==> src/include/softreg_defines.svh <==
// ------------------------------------------------
// Soft-register shell parameters
// Slot count, address fields, pipe depth, timeout
// ------------------------------------------------
`ifndef SOFTREG_DEFINES_SVH
`define SOFTREG_DEFINES_SVH

// Application slots
`define SR_NUM_APPS 4

// Bus widths
`define SR_ADDR_W 32
`define SR_DATA_W 64

// Address decode of slot and register select
`define SR_APP_SEL_LSB 8
`define SR_APP_SEL_MSB 9
`define SR_REG_SEL_LSB 3
`define SR_REG_SEL_MSB 5

// Read-only write counter register
`define SR_WCOUNT_REG 7

// Stages per direction between router and slot
`define SR_PIPE_STAGES 2

// Read timeout and the data returned on expiry
`define SR_TIMEOUT_CYCLES 64
`define SR_TIMEOUT_DATA 64'hFFFF_DEAD_FFFF_DEAD

`endif
==> src/rtl/softreg_pkg.sv <==
// ------------------------------------------------
// Soft-register shell types
// Request and response buses, opcodes, router states
// ------------------------------------------------
`default_nettype none

`include "softreg_defines.svh"

package softreg_pkg;

	// Opcode carried by every request
	typedef enum logic {
		SR_READ  = 1'b0,
		SR_WRITE = 1'b1
	} sr_op_t;

	// Host or router request of 98 bits
	typedef struct packed {
		logic                  valid;
		sr_op_t                op;
		logic [`SR_ADDR_W-1:0] addr;
		logic [`SR_DATA_W-1:0] data;
	} sr_req_t;

	// Read response of 65 bits
	typedef struct packed {
		logic                  valid;
		logic [`SR_DATA_W-1:0] data;
	} sr_resp_t;

	// Router FSM
	typedef enum logic [1:0] {
		ST_IDLE    = 2'd0,
		ST_ISSUE   = 2'd1,
		ST_WAIT    = 2'd2,
		ST_RESPOND = 2'd3
	} route_state_t;

	// Down-counter of the read timeout
	typedef logic [$clog2(`SR_TIMEOUT_CYCLES)-1:0] sr_tmo_cnt_t;

endpackage

`default_nettype wire

==> src/rtl/softreg_shell.sv <==
// ------------------------------------------------
// Soft-register shell top
// Reset, router, timeout, slot pipes, register blocks
// ------------------------------------------------
`timescale 1ns/1ps
`default_nettype none

`include "softreg_defines.svh"

module softreg_shell
	import softreg_pkg::*;
(
	input  wire logic                    global_clk,
	input  wire logic                    rst_n,
	input  wire logic [`SR_NUM_APPS-1:0] app_enable,
	input  wire sr_req_t                 host_req,
	output sr_resp_t                     host_resp,
	output logic                         busy
);

	logic     sync_rst_n;
	logic     start_timer;
	logic     clear_timer;
	logic     expired;
	sr_req_t  route_req [`SR_NUM_APPS];
	sr_resp_t route_resp [`SR_NUM_APPS];

	rst_sync u_rst_sync (
		.global_clk (global_clk),
		.rst_n      (rst_n),
		.sync_rst_n (sync_rst_n)
	);

	sr_route_fsm u_router (
		.global_clk  (global_clk),
		.rst_n       (sync_rst_n),
		.host_req    (host_req),
		.host_resp   (host_resp),
		.busy        (busy),
		.app_req     (route_req),
		.app_resp    (route_resp),
		.start_timer (start_timer),
		.clear_timer (clear_timer),
		.expired     (expired)
	);

	sr_timeout u_timeout (
		.global_clk (global_clk),
		.rst_n      (sync_rst_n),
		.start      (start_timer),
		.clear      (clear_timer),
		.expired    (expired)
	);

	//------------------------------------------------
	// Application slots
	//------------------------------------------------
	for (genvar g = 0; g < `SR_NUM_APPS; g++) begin : g_app
		sr_req_t  app_req;
		sr_resp_t app_resp;

		sr_pipe #(
			.WIDTH  ($bits(sr_req_t)),
			.STAGES (`SR_PIPE_STAGES)
		) u_req_pipe (
			.global_clk (global_clk),
			.rst_n      (sync_rst_n),
			.in_bus     (route_req[g]),
			.out_bus    (app_req)
		);

		app_regfile #(
			.APP_ID (g)
		) u_regfile (
			.global_clk (global_clk),
			.rst_n      (sync_rst_n),
			.enable     (app_enable[g]),
			.req        (app_req),
			.resp       (app_resp)
		);

		sr_pipe #(
			.WIDTH  ($bits(sr_resp_t)),
			.STAGES (`SR_PIPE_STAGES)
		) u_resp_pipe (
			.global_clk (global_clk),
			.rst_n      (sync_rst_n),
			.in_bus     (app_resp),
			.out_bus    (route_resp[g])
		);
	end

endmodule

`default_nettype wire

==> src/rtl/app_regfile.sv <==
// ------------------------------------------------
// Application register block
// Seven read/write registers and a write counter
// ------------------------------------------------
`timescale 1ns/1ps
`default_nettype none

`include "softreg_defines.svh"

module app_regfile
	import softreg_pkg::*;
#(
	parameter int APP_ID = 0
) (
	input  wire logic    global_clk,
	input  wire logic    rst_n,
	input  wire logic    enable,
	input  wire sr_req_t req,
	output sr_resp_t     resp
);

	localparam int REG_W  = `SR_REG_SEL_MSB - `SR_REG_SEL_LSB + 1;
	localparam int NUM_RW = `SR_WCOUNT_REG;

	// Slot number in the top byte
	localparam logic [`SR_DATA_W-1:0] RST_VAL = {8'(APP_ID), {(`SR_DATA_W-8){1'b0}}};

	logic [`SR_DATA_W-1:0] regs [NUM_RW];
	logic [`SR_DATA_W-1:0] wcount;
	logic [`SR_DATA_W-1:0] rd_data;
	logic [`SR_DATA_W-1:0] resp_data;
	logic                  resp_valid;
	logic [REG_W-1:0]      reg_idx;
	logic                  wr_en;
	logic                  rd_en;

	assign reg_idx = req.addr[`SR_REG_SEL_MSB:`SR_REG_SEL_LSB];

	// A disabled slot ignores everything
	assign wr_en = enable && req.valid && (req.op == SR_WRITE);
	assign rd_en = enable && req.valid && (req.op == SR_READ);

	always_ff @(posedge global_clk or negedge rst_n) begin
		if (!rst_n) begin
			for (int i = 0; i < NUM_RW; i++) begin
				regs[i] <= RST_VAL;
			end
			wcount     <= '0;
			resp_valid <= 1'b0;
		end else begin
			resp_valid <= rd_en;
			if (wr_en) begin
				// Writes to the counter only count
				wcount <= wcount + 1'b1;
				if (int'(reg_idx) < NUM_RW) begin
					regs[reg_idx] <= req.data;
				end
			end
		end
	end

	always_comb begin
		rd_data = wcount;
		if (int'(reg_idx) < NUM_RW) begin
			rd_data = regs[reg_idx];
		end
	end

	always_ff @(posedge global_clk) begin
		if (rd_en) begin
			resp_data <= rd_data;
		end
	end

	assign resp = '{valid: resp_valid, data: resp_data};

endmodule

`default_nettype wire

==> src/rtl/sr_route_fsm.sv <==
// ------------------------------------------------
// Soft-register router
// Decodes the slot, issues, waits, returns read data
// ------------------------------------------------
`timescale 1ns/1ps
`default_nettype none

`include "softreg_defines.svh"

module sr_route_fsm
	import softreg_pkg::*;
(
	input  wire logic     global_clk,
	input  wire logic     rst_n,
	input  wire sr_req_t  host_req,
	output sr_resp_t      host_resp,
	output logic          busy,
	output sr_req_t       app_req [`SR_NUM_APPS],
	input  wire sr_resp_t app_resp [`SR_NUM_APPS],
	output logic          start_timer,
	output logic          clear_timer,
	input  wire logic     expired
);

	localparam int SEL_W = `SR_APP_SEL_MSB - `SR_APP_SEL_LSB + 1;

	route_state_t          state;
	sr_req_t               req_q;
	logic [SEL_W-1:0]      sel;
	logic [`SR_DATA_W-1:0] rdata_q;
	logic                  resp_valid_q;
	logic                  resp_hit;

	// Target slot of the latched request
	assign sel = req_q.addr[`SR_APP_SEL_MSB:`SR_APP_SEL_LSB];

	// Only a response from the latched slot while waiting counts
	assign resp_hit = (state == ST_WAIT) && app_resp[sel].valid;

	//------------------------------------------------
	// State register
	//------------------------------------------------
	always_ff @(posedge global_clk or negedge rst_n) begin
		if (!rst_n) begin
			state        <= ST_IDLE;
			resp_valid_q <= 1'b0;
		end else begin
			resp_valid_q <= 1'b0;
			case (state)
				ST_IDLE: begin
					if (host_req.valid) begin
						state <= ST_ISSUE;
					end
				end
				ST_ISSUE: begin
					// Writes are posted and get no answer
					if (req_q.op == SR_READ) begin
						state <= ST_WAIT;
					end else begin
						state <= ST_IDLE;
					end
				end
				ST_WAIT: begin
					if (resp_hit || expired) begin
						state <= ST_RESPOND;
					end
				end
				ST_RESPOND: begin
					resp_valid_q <= 1'b1;
					state        <= ST_IDLE;
				end
				default: begin
					state <= ST_IDLE;
				end
			endcase
		end
	end

	//------------------------------------------------
	// Request and read data capture
	//------------------------------------------------
	always_ff @(posedge global_clk) begin
		if ((state == ST_IDLE) && host_req.valid) begin
			req_q <= host_req;
		end
		// App data wins over a same-cycle expiry
		if (resp_hit) begin
			rdata_q <= app_resp[sel].data;
		end else if ((state == ST_WAIT) && expired) begin
			rdata_q <= `SR_TIMEOUT_DATA;
		end
	end

	// Decoded slot sees the request for one cycle
	for (genvar g = 0; g < `SR_NUM_APPS; g++) begin : g_issue
		assign app_req[g] = ((state == ST_ISSUE) && (sel == SEL_W'(g))) ? req_q : '0;
	end

	assign busy        = (state != ST_IDLE);
	assign start_timer = (state == ST_ISSUE) && (req_q.op == SR_READ);
	assign clear_timer = resp_hit;

	assign host_resp = '{valid: resp_valid_q, data: rdata_q};

endmodule

`default_nettype wire

==> src/rtl/sr_timeout.sv <==
// ------------------------------------------------
// Read timeout counter
// ------------------------------------------------
`timescale 1ns/1ps
`default_nettype none

`include "softreg_defines.svh"

module sr_timeout
	import softreg_pkg::*;
(
	input  wire logic global_clk,
	input  wire logic rst_n,
	input  wire logic start,
	input  wire logic clear,
	output logic      expired
);

	sr_tmo_cnt_t count;
	logic        armed;

	// Expiry lands SR_TIMEOUT_CYCLES after the start pulse
	always_ff @(posedge global_clk or negedge rst_n) begin
		if (!rst_n) begin
			armed <= 1'b0;
			count <= '0;
		end else if (start) begin
			armed <= 1'b1;
			count <= sr_tmo_cnt_t'(`SR_TIMEOUT_CYCLES - 1);
		end else if (clear || expired) begin
			armed <= 1'b0;
		end else if (armed) begin
			count <= count - 1'b1;
		end
	end

	assign expired = armed && (count == '0);

endmodule

`default_nettype wire

==> src/rtl/sr_pipe.sv <==
// ------------------------------------------------
// Register delay line for soft-register buses
// ------------------------------------------------
`timescale 1ns/1ps
`default_nettype none

module sr_pipe
	import softreg_pkg::*;
#(
	parameter int WIDTH  = $bits(sr_req_t),
	parameter int STAGES = 2
) (
	input  wire logic             global_clk,
	input  wire logic             rst_n,
	input  wire logic [WIDTH-1:0] in_bus,
	output logic      [WIDTH-1:0] out_bus
);

	// One entry per stage that may hold its own item
	logic [WIDTH-1:0] stage_q [STAGES];

	always_ff @(posedge global_clk or negedge rst_n) begin
		if (!rst_n) begin
			// Cleared stages carry valid low
			for (int i = 0; i < STAGES; i++) begin
				stage_q[i] <= '0;
			end
		end else begin
			stage_q[0] <= in_bus;
			for (int i = 1; i < STAGES; i++) begin
				stage_q[i] <= stage_q[i-1];
			end
		end
	end

	assign out_bus = stage_q[STAGES-1];

endmodule

`default_nettype wire

==> src/rtl/rst_sync.sv <==
// ------------------------------------------------
// Reset synchronizer
// Async assert and release after two clocks
// ------------------------------------------------
`timescale 1ns/1ps
`default_nettype none

module rst_sync (
	input  wire logic global_clk,
	input  wire logic rst_n,
	output logic      sync_rst_n
);

	logic meta_q;

	always_ff @(posedge global_clk or negedge rst_n) begin
		if (!rst_n) begin
			meta_q     <= 1'b0;
			sync_rst_n <= 1'b0;
		end else begin
			meta_q     <= 1'b1;
			sync_rst_n <= meta_q;
		end
	end

endmodule

`default_nettype wire

==> config.mk <==
export PLATFORM = sky130hd
export DESIGN_NAME = softreg_shell
export DESIGN_NICKNAME = d
export VERILOG_FILES = /design/src/rtl/softreg_pkg.sv /design/src/rtl/softreg_shell.sv /design/src/rtl/app_regfile.sv /design/src/rtl/sr_route_fsm.sv /design/src/rtl/sr_timeout.sv /design/src/rtl/sr_pipe.sv /design/src/rtl/rst_sync.sv
export VERILOG_INCLUDE_DIRS = /design/src /design/src/include
export SDC_FILE = /design/constraint.sdc
export NUM_CORES = 2
export LEC_CHECK = 0
export BUFFER_PORTS_ARGS = -buffer_cell sky130_fd_sc_hd__buf_2
export CORE_ASPECT_RATIO = 0.75
export CORE_MARGIN = 8
export CORE_UTILIZATION = 25
export CTS_CLUSTER_DIAMETER = 150
export DETAILED_ROUTE_END_ITERATION = 8
export SLEW_MARGIN = 20
export SYNTH_ARGS = -nofsm -noshare
export SYNTH_HDL_FRONTEND = slang
export SYNTH_HIERARCHICAL = 1
export SYNTH_SLANG_ARGS = --single-unit
==> constraint.sdc <==
create_clock -name global_clk -period 241.5 [get_ports global_clk]
set_clock_uncertainty 0.1 [all_clocks]
set_input_delay 24.15 -clock global_clk [delete_from_list [all_inputs] [get_ports global_clk]]
set_output_delay 24.15 -clock global_clk [all_outputs]
set_load 0.005 [all_outputs]
# After elaboration in Yosys (flattened, before gate mapping)
# Cells that the tools add are included.
# op_classes
n_lt_le_gt_ge	13
n_reduce_logical	39
n_mux	47
bitwise_logic	10
addsub	5
eq_ne	9
# ops
cell	n
bitwise mux 448 bit	4
2-to-1 mux 64 bit	18
binary-select mux 64 bit (select 3 bit)	4
demux 64 bit (select 3 bit)	4
2-to-1 mux 98 bit	4
adder 64 x 1 -> 64 bit (second input constant)	4
binary-select mux 65 bit (select 2 bit)	1
2-to-1 mux 65 bit	2
logical AND 1 bit	25
2-to-1 mux 6 bit	3
greater-or-equal comparator 4 bit (second input constant)	4
< comparator 4 x 1 -> 1 bit (second input constant)	4
NOT 3 -> 4 bit	4
< comparator 3 bit (second input constant)	4
AND reduction 2 bit	6
equality test 2 bit (second input constant)	4
case mux 2 bit (4 select lines)	1
nonzero test 2 bit	4
logical NOT 6 bit	1
2-to-1 mux 2 bit	3
!= test 2 bit (second input constant)	3
subtractor 6 x 1 -> 6 bit (second input constant)	1
NOT 1 bit	5
equality test 2 x 1 -> 1 bit (second input constant)	2
5 further kinds	8
# word_totals
in_bits	104
register_bits	3786
output_inout_bits	66
word_cells	190

# Logic depth before layout (Yosys ltp)
# logic_depth
ltp_word	8
ltp_mapped	10
ltp_nobuf	6

# Hierarchy
# Netlist, hierarchy kept.
# modules_own_cells
module	seq_area_each_um2	cells_per_inst	area_per_inst_um2	n_inst
app_regfile at g_app[1].u_regfile ...	14767.9	1869	25550.8	2
app_regfile at g_app[3].u_regfile	14776.7	1904	25689.6	1
app_regfile at g_app[0].u_regfile	14759.2	1869	25542.0	1
sr_pipe at g_app[0].u_req_pipe ...	4904.7	294	5640.4	4
sr_pipe at g_app[0].u_resp_pipe ...	3253.1	195	3741.1	4
sr_route_fsm	4939.7	774	9863.2	1
sr_timeout	175.2	43	454.2	1
rst_sync	50.0	3	53.8	1

# Least setup slack after synthesis
# OpenSTA, ideal clock, no wires.
# synth_timing
kind	input port to flip-flop
from	input port host_req[97] (netlist name)
to	register u_router/req_q[0] (netlist name), enable pin
slack_ns	212.610
stages	2
path_buffers	0
arrival_time_ns	28.235
setup_time_ns	0.555
required_time_ns	240.845
path_cell_list	inv_1 -> nor2_1
# synth_between
elab_chain_len	1
# synth_rtl
element	line_no	text
start, declared	softreg_shell.sv:16	input wire sr_req_t host_req,
logical AND 1 bit	sr_route_fsm.sv:83	if ((state == ST_IDLE) && host_req.valid) begin
end signal, assigned	sr_route_fsm.sv:84	req_q <= host_req;
end, declared	sr_route_fsm.sv:28	sr_req_t req_q;
# Every way passes these cells.
# A chain may end at the register's enable or synchronous reset.

# Worst setup path after layout
# layout_timing
from	input port app_enable[0]
to	register g_app[0].u_regfile/regs[26] (netlist name)
# layout_between
elab_chain_len	3
# layout_rtl
element	line_no	text
start, declared	softreg_shell.sv:15	input wire logic [`SR_NUM_APPS-1:0] app_enable,
logical AND 1 bit (2 in series)	app_regfile.sv:40	assign wr_en = enable && req.valid && (req.op == SR_WRITE);
AND reduction 2 bit (no source line)	n/a	
end signal, assigned by index	app_regfile.sv:56	regs[reg_idx] <= req.data;
end, declared	app_regfile.sv:28	logic [`SR_DATA_W-1:0] regs [NUM_RW];
# Every way passes these cells.

==> results.md <==
- VDD IR-drop max: 6.71 µV
- RSZ-0062 raised after global routing: false
- Routed len/inst: 24.8 µm
- Routed vias: 80177
- Critical Path, Cell by Cell: buf_2 > nand3_1 > nor3_4 > buf_4 > mux2_2
- # DRC: 0
- Routed wire length: about 430000 µm
- Row count: 239
- Remaining antenna violation count: 0
- Total Routing Usage GR: 14.2%
- Die Wd: 886 µm
- Reg2reg path depth: 7
- Initial antenna violation count: 86
- Synth Cell Area: 142000 µm²
- # hold bufs at CTS: 0
- Clock power frac: 44.2%
- Largest net degree at the start of global routing: 192
- Place WS: 214130 ps
- Drt initial violations: 8004
- Die Height: 669 µm
- Fin nets: 9516
- Worst-path fanout max: 51
- Core area: about 570000 µm²
- Starting density of the core: 25.1%
- CTS resizes: 0
- NetSw: 0.326 mW
- WP data arrival: 27160 ps
- Max Root-Sink Buffers: 4
- Crit start category: input port
- Sequential cell area: between 90000 and 100000 µm²
- Syn_nets: 9903
- Syn_area_per_cell: between 10 and 15 µm²
- Status: finished clean
- Filler Cell Count: 56920
- CP endpoint kind: register
- Total congestion overflow: 0
- Slowest stage delay, CP: around 900 ps
- I/O Pins: 170
- Layout cell share with drive strength beyond 1: roughly a third
- R2r setup slk: 235680 ps
- Post-detail-place hpwl: 280000 µm
- Synth Instances: 9793
- Initial DRT Pass Iterations: 5
- First-pass GRT wire length: 615000 µm
- Layout Utilization: 28.3%
- Fin. Hold Viols: 0
- Maxcap violations: 0
- Post-CTS Setup Bufs: 0
- Die area: 593000 µm²
- GP Congestion: 0.831
- Internal Power: 0.968 mW
- Synthesis-to-finish area growth: 12.8%
- H-tree levels: 5
- TritonCTS clock tree: built
- # port buffers: 142
- Max_slew headroom: 16.7%
- Worst Tran Pin Value: approximately 1200 ps
- Hold WC Path Type: reg2async
- Pleak: around 72 nW
- Total CTS buffers: 352
- Vias in the first global route: about 79000
- Reg2reg end: g_app[3].u_regfile/regs[382]
- Slowest cell on the critical path: nor3_4
- Crit path kind: in2reg
- Total negative setup slack: 0 ps
- Ys Warns: 6
- Root Buffer: clkbuf_16
- CTS Sinks: ~3500
- Worst-path clk slew: ~60 ps
- Setup ws final: 215030 ps
- PD cells: 8.08 nW/µm²
- WP data required: 242190 ps
- Multi-input combinational cell area: between 40000 and 50000 µm²
- Drt via density: 4.61
- Part of the power in registers: 49.7%
- Max frequency: 0.0378 GHz
- Final Cycle Share: 11.0%
- Min Clock Period, post-route: 26470 ps
- Final setup vio count: 0
- Max Slew Vio Count: 0
- Sw Ratio: 25.2%
- Combinational Power Share: under 10%
- Later-pin clock latency in the skew report: 950 ps
- Reg-to-Reg Start: u_rst_sync/sync_rst_n
## placed cells by master, fill, tap and decap left out, types with 33 or more instances in the layout
| cell type | n |
|---|---|
| o22ai_1 | 134 |
| nand2_1 | 302 |
| a31oi_1 | 55 |
| nor2_1 | 461 |
| and2_1 | 302 |
| a21oi_1 | 110 |
| mux2_2 | 1959 |
| clkbuf_8 | 67 |
| clkbuf_16 | 360 |
| o221ai_1 | 46 |
| o22a_1 | 82 |
| xor2_1 | 116 |
| nor2b_1 | 82 |
| inv_1 | 33 |
| nand4_1 | 84 |
| nand3b_1 | 54 |
| buf_2 | 142 |
| mux4_2 | 175 |
| a211oi_1 | 91 |
| nand3_1 | 128 |
| clkbuf_1 | 74 |
| and3_1 | 39 |
| a221oi_1 | 81 |
| xnor2_1 | 136 |
| a22oi_1 | 77 |
| clkinv_2 | 58 |
| buf_4 | 187 |
| diode_2 | 111 |
| o21ai_0 | 163 |
| dfrtp_1 | 3095 |
| mux2i_1 | 148 |
| nor3_1 | 46 |
| edfxtp_1 | 391 |
## registers in the layout (all words and copies together), names as in the netlist, named ones only
register,flops
g_app.u_regfile/regs,1792
g_app.u_req_pipe/out_bus,276
g_app.u_req_pipe/stage_q,276
g_app.u_resp_pipe/out_bus,260
g_app.u_resp_pipe/stage_q,260
g_app.u_regfile/resp_data,256
g_app.u_regfile/wcount,256
u_router/req_q,71
u_router/rdata_q,64
u_timeout/count,6
g_app.u_regfile/resp_valid,4
u_router/resp_valid_q,1
u_router/state,1
u_rst_sync/meta_q,1
u_rst_sync/sync_rst_n,1
u_timeout/armed,1
## per-layer routing
metal / GRT usage (%) / part of all wire (%) / vias up
li1: - / - / 33810
met1: 20.2 / 45 / 43248
met2: 21.2 / 44 / 2549
met3: 3.24 / 7.6 / 566
met4: 4.75 / 3.5 / 4
met5: 0 / 0.0067 / -
## worst max path at each step
stage	from	depth (start not counted)	slack (ps)	to
final	app_enable[0]	5	215030	g_app[0].u_regfile/regs[26]
after global routing	app_enable[0]	5	214930	g_app[0].u_regfile/regs[21]
after CTS	app_enable[0]	5	215110	g_app[0].u_regfile/regs[26]
after detailed placement	app_enable[0]	5	214130	g_app[0].u_regfile/regs[26]
after global placement	app_enable[0]	5	214100	g_app[0].u_regfile/regs[63]
after floorplan	u_rst_sync/sync_rst_n	0	147560	g_app[0].u_regfile/regs[0]
## final cells by class
type                    count  share of cell area [%]
clock buffers             502                    6.38
well taps                7591                    5.93
clock inverters           144                    1.17
inverters                  33                  0.0774
flip-flops and latches   3527                    56.4
diodes                    111                   0.173
multi-input cells        5146                    28.3
repair buffers            346                    1.54
## metrics by stage
step                      power [mW]  cells  hold WS [ps]  area (µm²)
final                           1.29  17400           205      160000
after detailed placement       0.734  16638           234      148000
after global routing            1.34  17358           219      160000
after CTS                       1.31  17284           202      160000
after floorplan                0.690   9793           231      142000
after global placement         0.734  16637           231      148000
## power groups by stage
stage	combinational, mW	clock [mW]	sequential, mW
6_report	0.0801	0.571	0.642
4_1_cts	0.0808	0.583	0.643
2_1_floorplan	0.0456	0	0.644
3_3_place_gp	0.0800	0	0.654
5_1_grt	0.0849	0.607	0.644
3_5_place_dp	0.0807	0	0.654
## critical path: cells and delay by family
family,cells,cell delay (ps)
mux,1,420
simple gates,2,1440
buf+inv,2,1000
(Power assumes the default switching activity.)
